### src/hdl/bus_access_pkg.sv
package bus_access_pkg;

    // Kind of access carried from the decode stage to the response stage
    // RAM reads and writes are split so the response knows when to return zero
    typedef enum logic [2:0] {
        ACC_NONE        = 3'd0,
        ACC_ROM         = 3'd1,
        ACC_RAM         = 3'd2,
        ACC_RAM_WR      = 3'd3,
        ACC_UART_RX     = 3'd4,
        ACC_UART_TX     = 3'd5,
        ACC_UART_STATUS = 3'd6,
        ACC_LED         = 3'd7
    } access_kind_t;

    // UART status word layout, all other bits read as zero
    localparam int STATUS_RX_FULL_BIT = 0;
    localparam int STATUS_TX_FULL_BIT = 1;

endpackage

### src/hdl/mem_map_pkg.sv
package mem_map_pkg;

    // Bus widths
    localparam int DATA_WIDTH_DEFAULT = 8;
    localparam int ADDR_WIDTH         = 16;

    // ROM covers 16 KB, RAM needs 15 bits for its 24 KB
    localparam int ROM_ADDR_WIDTH = 14;
    localparam int RAM_ADDR_WIDTH = 15;

    // Region limits
    // ROM spans 0x0000 to 0x3FFF and RAM spans 0x4000 to 0x9FFF
    localparam logic [ADDR_WIDTH-1:0] ROM_ADDR_LIMIT = 16'h4000;
    localparam logic [ADDR_WIDTH-1:0] RAM_ADDR_LIMIT = 16'hA000;

    // Single-byte I/O registers just past the end of RAM
    localparam logic [ADDR_WIDTH-1:0] UART_STATUS_ADDR = 16'hA000;
    localparam logic [ADDR_WIDTH-1:0] UART_ACCESS_ADDR = 16'hA001;
    localparam logic [ADDR_WIDTH-1:0] LED_ADDR         = 16'hA002;

endpackage
### src/hdl/mem_adapter_top.sv
`timescale 1ns/1ps

module mem_adapter_top #(
    parameter int DATA_WIDTH = mem_map_pkg::DATA_WIDTH_DEFAULT
) (
    input  logic                                   i_clk,
    input  logic                                   i_reset_n,

    // Z80-side bus
    input  logic                                   i_wb_cyc,
    input  logic                                   i_wb_stb,
    input  logic                                   i_wb_we,
    input  logic [mem_map_pkg::ADDR_WIDTH-1:0]     i_wb_addr,
    input  logic [DATA_WIDTH-1:0]                  i_wb_data,
    output logic                                   o_wb_ack,
    output logic [DATA_WIDTH-1:0]                  o_wb_data,

    // ROM
    output logic                                   o_rom_stb,
    output logic [mem_map_pkg::ROM_ADDR_WIDTH-1:0] o_rom_addr,
    input  logic [DATA_WIDTH-1:0]                  i_rom_data,

    // RAM
    output logic                                   o_ram_stb,
    output logic                                   o_ram_wr,
    output logic [mem_map_pkg::RAM_ADDR_WIDTH-1:0] o_ram_addr,
    output logic [DATA_WIDTH-1:0]                  o_ram_data,
    input  logic [DATA_WIDTH-1:0]                  i_ram_data,

    // UART
    output logic                                   o_uart_rx_stb,
    input  logic [DATA_WIDTH-1:0]                  i_uart_rx_data,
    input  logic                                   i_uart_rx_full,
    output logic                                   o_uart_tx_stb,
    output logic [DATA_WIDTH-1:0]                  o_uart_tx_data,
    input  logic                                   i_uart_tx_full,

    output logic                                   o_completed_op_led
);

    // Access kind in flight between the two stages
    bus_access_pkg::access_kind_t acc_kind;

    bus_decode_stage #(
        .DATA_WIDTH (DATA_WIDTH)
    ) i_bus_decode_stage (
        .i_clk              (i_clk),
        .i_reset_n          (i_reset_n),
        .i_wb_cyc           (i_wb_cyc),
        .i_wb_stb           (i_wb_stb),
        .i_wb_we            (i_wb_we),
        .i_wb_addr          (i_wb_addr),
        .i_wb_data          (i_wb_data),
        .o_rom_stb          (o_rom_stb),
        .o_rom_addr         (o_rom_addr),
        .o_ram_stb          (o_ram_stb),
        .o_ram_wr           (o_ram_wr),
        .o_ram_addr         (o_ram_addr),
        .o_ram_data         (o_ram_data),
        .o_uart_rx_stb      (o_uart_rx_stb),
        .o_uart_tx_stb      (o_uart_tx_stb),
        .o_uart_tx_data     (o_uart_tx_data),
        .o_completed_op_led (o_completed_op_led),
        .o_acc_kind         (acc_kind)
    );

    bus_response_stage #(
        .DATA_WIDTH (DATA_WIDTH)
    ) i_bus_response_stage (
        .i_clk          (i_clk),
        .i_reset_n      (i_reset_n),
        .i_acc_kind     (acc_kind),
        .i_rom_data     (i_rom_data),
        .i_ram_data     (i_ram_data),
        .i_uart_rx_data (i_uart_rx_data),
        .i_uart_tx_full (i_uart_tx_full),
        .i_uart_rx_full (i_uart_rx_full),
        .o_wb_ack       (o_wb_ack),
        .o_wb_data      (o_wb_data)
    );

endmodule

### src/hdl/bus_response_stage.sv
`timescale 1ns/1ps

module bus_response_stage #(
    parameter int DATA_WIDTH = 8
) (
    input  logic                         i_clk,
    input  logic                         i_reset_n,
    input  bus_access_pkg::access_kind_t i_acc_kind,

    // Return data from the targets, valid the cycle after their strobe
    input  logic [DATA_WIDTH-1:0]        i_rom_data,
    input  logic [DATA_WIDTH-1:0]        i_ram_data,
    input  logic [DATA_WIDTH-1:0]        i_uart_rx_data,
    input  logic                         i_uart_tx_full,
    input  logic                         i_uart_rx_full,

    output logic                         o_wb_ack,
    output logic [DATA_WIDTH-1:0]        o_wb_data
);

    logic [DATA_WIDTH-1:0] status_word;
    logic [DATA_WIDTH-1:0] rd_data;
    logic [DATA_WIDTH-1:0] last_data;

    // Status word has the two FIFO full flags and zeros above them
    always_comb begin
        status_word = '0;
        status_word[bus_access_pkg::STATUS_RX_FULL_BIT] = i_uart_rx_full;
        status_word[bus_access_pkg::STATUS_TX_FULL_BIT] = i_uart_tx_full;
    end

    // Writes (RAM, UART TX, LED) return zero
    always_comb begin
        case (i_acc_kind)
            bus_access_pkg::ACC_ROM:         rd_data = i_rom_data;
            bus_access_pkg::ACC_RAM:         rd_data = i_ram_data;
            bus_access_pkg::ACC_UART_RX:     rd_data = i_uart_rx_data;
            bus_access_pkg::ACC_UART_STATUS: rd_data = status_word;
            default:                         rd_data = '0;
        endcase
    end

    // Every mapped access is acknowledged exactly once
    assign o_wb_ack = (i_acc_kind != bus_access_pkg::ACC_NONE);

    // Between acks the bus keeps showing the last returned word
    always_ff @(posedge i_clk) begin
        if (!i_reset_n) begin
            last_data <= '0;
        end else if (o_wb_ack) begin
            last_data <= rd_data;
        end
    end

    assign o_wb_data = o_wb_ack ? rd_data : last_data;

endmodule

### src/hdl/bus_decode_stage.sv
`timescale 1ns/1ps

module bus_decode_stage #(
    parameter int DATA_WIDTH = 8
) (
    input  logic                                   i_clk,
    input  logic                                   i_reset_n,

    // Request side of the bus
    input  logic                                   i_wb_cyc,
    input  logic                                   i_wb_stb,
    input  logic                                   i_wb_we,
    input  logic [mem_map_pkg::ADDR_WIDTH-1:0]     i_wb_addr,
    input  logic [DATA_WIDTH-1:0]                  i_wb_data,

    // ROM
    output logic                                   o_rom_stb,
    output logic [mem_map_pkg::ROM_ADDR_WIDTH-1:0] o_rom_addr,

    // RAM
    output logic                                   o_ram_stb,
    output logic                                   o_ram_wr,
    output logic [mem_map_pkg::RAM_ADDR_WIDTH-1:0] o_ram_addr,
    output logic [DATA_WIDTH-1:0]                  o_ram_data,

    // UART FIFOs
    output logic                                   o_uart_rx_stb,
    output logic                                   o_uart_tx_stb,
    output logic [DATA_WIDTH-1:0]                  o_uart_tx_data,

    output logic                                   o_completed_op_led,
    output bus_access_pkg::access_kind_t           o_acc_kind
);

    logic                                 req_valid;
    bus_access_pkg::access_kind_t         kind;
    logic [mem_map_pkg::ADDR_WIDTH-1:0]   ram_offset;

    assign req_valid = i_wb_cyc && i_wb_stb;

    // Classify the request against the memory map
    // Status writes, LED reads and anything above 0xA002 stay ACC_NONE
    always_comb begin
        kind = bus_access_pkg::ACC_NONE;
        if (req_valid) begin
            if (i_wb_addr < mem_map_pkg::ROM_ADDR_LIMIT) begin
                kind = bus_access_pkg::ACC_ROM;
            end else if (i_wb_addr < mem_map_pkg::RAM_ADDR_LIMIT) begin
                kind = i_wb_we ? bus_access_pkg::ACC_RAM_WR : bus_access_pkg::ACC_RAM;
            end else if (i_wb_addr == mem_map_pkg::UART_STATUS_ADDR && !i_wb_we) begin
                kind = bus_access_pkg::ACC_UART_STATUS;
            end else if (i_wb_addr == mem_map_pkg::UART_ACCESS_ADDR) begin
                kind = i_wb_we ? bus_access_pkg::ACC_UART_TX : bus_access_pkg::ACC_UART_RX;
            end else if (i_wb_addr == mem_map_pkg::LED_ADDR && i_wb_we) begin
                kind = bus_access_pkg::ACC_LED;
            end
        end
    end

    // Strobes go out in the request cycle, at most one at a time
    assign o_rom_stb     = (kind == bus_access_pkg::ACC_ROM);
    assign o_ram_stb     = (kind == bus_access_pkg::ACC_RAM) || (kind == bus_access_pkg::ACC_RAM_WR);
    assign o_ram_wr      = (kind == bus_access_pkg::ACC_RAM_WR);
    assign o_uart_rx_stb = (kind == bus_access_pkg::ACC_UART_RX);
    assign o_uart_tx_stb = (kind == bus_access_pkg::ACC_UART_TX);

    // RAM is addressed relative to its base
    assign ram_offset = i_wb_addr - mem_map_pkg::ROM_ADDR_LIMIT;
    assign o_rom_addr = i_wb_addr[mem_map_pkg::ROM_ADDR_WIDTH-1:0];
    assign o_ram_addr = ram_offset[mem_map_pkg::RAM_ADDR_WIDTH-1:0];

    // Write data feeds both write targets, the strobes select which one takes it
    assign o_ram_data     = i_wb_data;
    assign o_uart_tx_data = i_wb_data;

    // Hand the access kind to the response stage
    always_ff @(posedge i_clk) begin
        if (!i_reset_n) begin
            o_acc_kind <= bus_access_pkg::ACC_NONE;
        end else begin
            o_acc_kind <= kind;
        end
    end

    // Completion LED follows bit 0 of the last LED write
    always_ff @(posedge i_clk) begin
        if (!i_reset_n) begin
            o_completed_op_led <= 1'b0;
        end else if (kind == bus_access_pkg::ACC_LED) begin
            o_completed_op_led <= i_wb_data[0];
        end
    end

endmodule

### config.mk
export PLATFORM = sky130hd
export DESIGN_NAME = mem_adapter_top
export DESIGN_NICKNAME = d
export VERILOG_FILES = /design/src/hdl/bus_access_pkg.sv /design/src/hdl/mem_map_pkg.sv /design/src/hdl/mem_adapter_top.sv /design/src/hdl/bus_response_stage.sv /design/src/hdl/bus_decode_stage.sv
export SDC_FILE = /design/constraint.sdc
export NUM_CORES = 1
export LEC_CHECK = 0
export BUFFER_PORTS_ARGS = -buffer_cell sky130_fd_sc_hd__buf_2
export CAP_MARGIN = 5
export CORE_ASPECT_RATIO = 0.5
export CORE_UTILIZATION = 30
export DETAILED_ROUTE_END_ITERATION = 8
export GPL_TIMING_DRIVEN = 0
export PLACE_DENSITY = 0.79
export SYNTH_ARGS = -nofsm -noshare
export SYNTH_HDL_FRONTEND = slang
export SYNTH_SLANG_ARGS = --single-unit
### constraint.sdc
create_clock -name i_clk -period 1.9 [get_ports i_clk]
set_clock_uncertainty 0.1 [all_clocks]
set_input_delay 0.38 -clock i_clk [delete_from_list [all_inputs] [get_ports i_clk]]
set_output_delay 0.38 -clock i_clk [all_outputs]
set_load 0.1 [all_outputs]
# After elaboration in Yosys (flattened, before gate mapping)
# Index checks and enable logic that the tools add are counted.
# word_totals
reg_bits	12
elab_cells	35
# op_classes
addsub	1
order_cmp	2
n_eq_ne	13
muxes	10
n_reduce_logical	6
# op_table
cell	count
== test 16 bit, second input constant	3
one-hot mux 8 bit (4 select lines)	1
two-way mux 3 bit	6
less-than comparator 16 x 15 -> 1 bit, second input constant	1
less-than comparator 16 bit, second input constant	1
== test 3 bit, second input constant	5
subtractor 15 bit, second input constant	1
== test 3 x 2 -> 1 bit, second input constant	3
two-way mux 8 bit	1
== test 3 x 1 -> 1 bit, second input constant	2
logical AND 1 bit	3
nonzero test 3 bit	1
two-way mux 1 bit	2
logical NOT 1 bit	1
logical OR 1 bit	1

# Depth between registers and ports, before layout
# logic_depth
word_depth	10
mapped_depth	5

# Hierarchy
# Synthesis repeated with hierarchy kept, for this count alone.
# unflattened
cells_unflattened	150
area_unflattened_um2	1216.2
# by_module_without_submodules
mod	n_inst	cells_per_inst	area_each_um2
bus_decode_stage	1	89	691.9
bus_response_stage	1	61	524.3

# Worst setup path before layout
# Ideal clock, no wire load.
# synth_path
kind	input to output
from	input port i_wb_addr[11] (netlist name)
to	output port o_uart_rx_stb
arrival_time_ns	3.376
required_ns	1.420
path_slack_ns	-1.956
cell_stages	4
path_cell_list	nor4_4 -> nand4_4 -> or4_4 -> nor3_1
# synth_via
elab_chain_len	9
elab_cells_between_ends	14
classes_between	order compare (2); eq/ne (4); mux (6); reduce/logical (2)
# synth_lines
element	line	text
start, declared	mem_adapter_top.sv:13	input logic [mem_map_pkg::ADDR_WIDTH-1:0] i_wb_addr,
== test 16 bit	bus_decode_stage.sv:54	end else if (i_wb_addr == mem_map_pkg::LED_ADDR && i_wb_we) begin
logical AND 1 bit	bus_decode_stage.sv:54	
two-way mux 3 bit	bus_decode_stage.sv:54	
two-way mux 3 bit	bus_decode_stage.sv:52	end else if (i_wb_addr == mem_map_pkg::UART_ACCESS_ADDR) begin
two-way mux 3 bit	bus_decode_stage.sv:50	end else if (i_wb_addr == mem_map_pkg::UART_STATUS_ADDR && !i_wb_we) begin
two-way mux 3 bit	bus_decode_stage.sv:48	end else if (i_wb_addr < mem_map_pkg::RAM_ADDR_LIMIT) begin
two-way mux 3 bit (*)	bus_decode_stage.sv:46	if (i_wb_addr < mem_map_pkg::ROM_ADDR_LIMIT) begin
two-way mux 3 bit (*)	bus_decode_stage.sv:45	if (req_valid) begin
== test 3 bit (*)	bus_decode_stage.sv:64	assign o_uart_rx_stb = (kind == bus_access_pkg::ACC_UART_RX);
end, declared	mem_adapter_top.sv:31	output logic o_uart_rx_stb,
# Mark *: on every way between the ends. The rest lies on a longest branch, timed or not.

# Worst setup path after layout
# layout_path
from	input port i_wb_addr[4] (netlist name)
to	output port o_uart_tx_stb
# layout_via
elab_chain_len	9
elab_cells_between_ends	14
classes_between	order compare (2); eq/ne (4); mux (6); reduce/logical (2)
# layout_lines
element	line	text
== test 16 bit	bus_decode_stage.sv:54	
logical AND 1 bit	bus_decode_stage.sv:54	
two-way mux 3 bit	bus_decode_stage.sv:54	
two-way mux 3 bit	bus_decode_stage.sv:52	
two-way mux 3 bit	bus_decode_stage.sv:50	
two-way mux 3 bit	bus_decode_stage.sv:48	
two-way mux 3 bit (*)	bus_decode_stage.sv:46	
two-way mux 3 bit (*)	bus_decode_stage.sv:45	
== test 3 bit (*)	bus_decode_stage.sv:65	assign o_uart_tx_stb = (kind == bus_access_pkg::ACC_UART_TX);
end, declared	mem_adapter_top.sv:34	output logic o_uart_tx_stb,
# Marked as above.

==> reports/qor.csv <==
stage,metric,value,unit
synth,synthCells,140,
sta,setup_viol,11,
worst_setup_path,crit_path_end_kind,output port,
routing,ant_nets,0,
routing,vias,1411,
routing,first_pass_iters,4,
sta,slew-limit-headroom,0.6739,
floorplanning,fp.dieW,91.49,microns
worst_setup_path,critPathLaunchType,input pin,
worst_setup_path,crit_chain,buf_8 > nor4_4 > nand4_4 > or4_4 > nor3_4 > buf_12,
sta,clock.fmax,439.6,MHz
sta,hold_ws,0.3146,ns
final_layout,final-instance-count-excl-fill,323,
clock_network,cts_tree,yes,
sta,min_period,2.275,ns
worst_setup_path,arrival,1.79,ns
worst_setup_path,cpPeakStageDelay,0.48,ns
final_layout,final_nets,329,
clock_network,postCtsHoldBufs,0,
routing,wirelength,4247,microns
global_route,grt_pass1_vias,1336,
worst_setup_path,critPathBufInv,2,
synth,ys_seq_area_frac,0.2000,
synth,avgSynthCellArea,8.580,sq um
worst_setup_path,criticalPathCategory,in -> out,
final_layout,diodes,0,
worst_hold_path,min_from,i_wb_data[0],
global_route,grt_first_pass_wirelength,6078,microns
synth,syn-num-nets,195,
outcome,violations,setup timing,
worst_setup_path,reg2reg_from,i_bus_decode_stage.o_acc_kind[1]$_SDFF_PN0_,
sta,hold_viol,0,
final_layout,finish.instance_area,2615,sq um
final_layout,drive_gt1_frac,0.8235,
floorplanning,start_util,0.3316,
final_layout,fin_util,0.7219,
placed_design,postPlaceCellArea,1982,sq um
outcome,outcome,finished with violations,
pwr,ir_drop,0.2968,mV
floorplanning,die_area,4276,sq um
floorplanning,die_y,46.75,microns
clock_network,cts_root_buf,clkbuf_8,
worst_setup_path,cp.required,1.42,ns
pwr,powerDensity,504.0,nW/um^2
global_route,grt_overflow,0,
routing,drc,0,
routing,wl_per_cell,13.15,microns
placed_design,gp_congestion,0.7826,
clock_network,worstSkewPairLatency,0.24,ns
floorplanning,rows,15,
clock_network,path_clk_slew,0.05,ns
clock_network,cts_max_path_buffers,2,
placed_design,post-place-cells,298,
floorplanning,core,3622,sq um
placed_design,hpwl,2841,microns
routing,first_iter_violations,19,
pwr,p_leak,0.001242,uW
clock_network,cts_sinks,12,
sta,grt_setup_unrepaired,true,
floorplanning,ioPinCount,115,
worst_setup_path,worstSetupStartpoint,i_wb_addr[4],
worst_setup_path,worst-path-max-fanout,4,
synth,netlist_area,1201,sq um
clock_network,htreeDepth,1,
final_layout,area_delta_synth_final,117.7,%
worst_setup_path,reg2reg_slack,0.41,ns
worst_setup_path,critPathTopFamily,simple AND/OR/NAND/NOR gates,
job,maxCapViolations,0,
sta,worst_pin_slew,0.4926,ns
sta,fin_crit_sh,1.197,
placed_design,io_buffer_count,107,
synth,synth.lib_cells_used.distinct,34,
synth,yosys_register_bits,12,
routing,vias_per_cell,4.368,
sta,slew_violations,0,
synth,synth_warnings,0,
global_route,grt_max_degree,11,
clock_network,cts_buffers,3,
worst_hold_path,hp-class,in -> reg,
sta,setup_slack,-0.3749,ns
global_route,antenna_found_initial,0,
global_route,grtUsageTotal,0.1883,
worst_setup_path,cp_slowest_cell,or4_4,
[synth_stat cells, drive strengths merged]
cell type	count	area share
xor2	3	0.022
or4	2	0.016
o21ai	1	0.0042
inv	2	0.0062
a2bb2oi	4	0.029
nor2	3	0.0094
a21boi	2	0.012
or2b	1	0.0063
o2bb2ai	6	0.044
a21oi	2	0.011
or3b	1	0.0073
mux4	2	0.037
nand4	1	0.018
buf	46	0.28
a21o	1	0.0063
o221ai	1	0.0073
nor2b	2	0.010
o21bai	1	0.0094
and2	11	0.057
nand3	2	0.0083
nor4	4	0.046
and4bb	1	0.010
and2b	1	0.0073
nand2	15	0.047
mux2i	7	0.058
o21a	1	0.0063
clkbuf	1	0.0031
dfxtp	12	0.20
nor3	4	0.017
[cells in the final DEF (no fill, tap or decap), types with 2 or more instances in the layout]
cell       instances
buf_6              9
xor2_1             3
mux4_2             2
dfxtp_4            3
clkbuf_8           3
mux2i_1            4
and2_1            10
buf_12            14
nor2_1             3
mux2i_2            2
nand2_4            2
o2bb2ai_2          2
dfxtp_1            9
nand2_2            5
buf_2             87
buf_8              5
nor3_4             4
buf_4             60
nand3_1            2
nand2_1            5
a21boi_1           2
nand2_8            3
nor4_4             2
nor2b_4            2
o2bb2ai_4          4
a2bb2oi_2          4
[routing by layer]
layer / GRT usage / wire length (microns) / vias up
met5: 0 / 0 / -
met4: 0.05397 / 37 / 0
met3: 0.02104 / 171 / 4
met2: 0.4135 / 2463 / 49
met1: 0.2020 / 1575 / 646
li1: - / - / 712
[report_power, final]
group | internal (uW) | switching, uW | total [uW] | leakage [uW]
sequential | 255 | 3.19 | 259 | 0.0000995
combinational | 236 | 600 | 836 | 0.00112
clock | 139 | 84.5 | 223 | 0.0000216
[metrics by stage]
stage               setup slack [ns]  TNS, ns  total power [uW]
global route                 -0.4429   -2.452              1364
floorplan                    -0.7103   -2.472             883.1
detailed placement           -0.7009   -4.439              1016
CTS                          -0.4465   -1.796              1314
finish                       -0.3749   -1.922              1318
global placement             -0.6852   -4.242              1008
[cells by family after synthesis]
family / share of synthesized area
AND/OR/NAND/NOR: 0.2594
multiplexers: 0.09583
buffers and inverters: 0.2927
flip-flops: 0.2000
AO/OA/AOI/OAI: 0.1302
XOR/XNOR: 0.02188
[flip-flops by register name, summed over array words and instances, names as in the netlist]
name and flops:
i_bus_response_stage.last_data 8, i_bus_decode_stage.o_acc_kind 3, i_bus_decode_stage.o_completed_op_led 1
[path summary, 6_finish.rpt]
check	depth (start not counted)	endpoint
setup / recovery	6	o_uart_tx_stb
hold / removal	3	i_bus_decode_stage.o_completed_op_led$_SDFFE_PN0N_
setup reg to reg	5	i_bus_response_stage.last_data[0]$_SDFF_PN0_
hold reg to reg	2	i_bus_decode_stage.o_completed_op_led$_SDFFE_PN0N_
[final cells by class]
type / count / area, sq um
plain buffers: 47 / 364.1
clock buffers: 3 / 41.29
fillers: 266 / 1007
inverters: 2 / 7.507
multi-input cells: 79 / 904.6
flip-flops and latches: 12 / 251.5
well taps: 51 / 63.81
repair buffers: 129 / 982.2
[timing repair]
action / in CTS / in global routing
gates resized for setup: 91 / 17
setup endpoints to repair: 14 / 12
setup buffers: 19 / 4
pin swaps: 18 / 8
[worst min-delay path, cell delays in order]
cell     delay, ns
buf_2         0.11
nand2_1       0.05
mux2i_1       0.06
(Power assumes the default switching activity.)
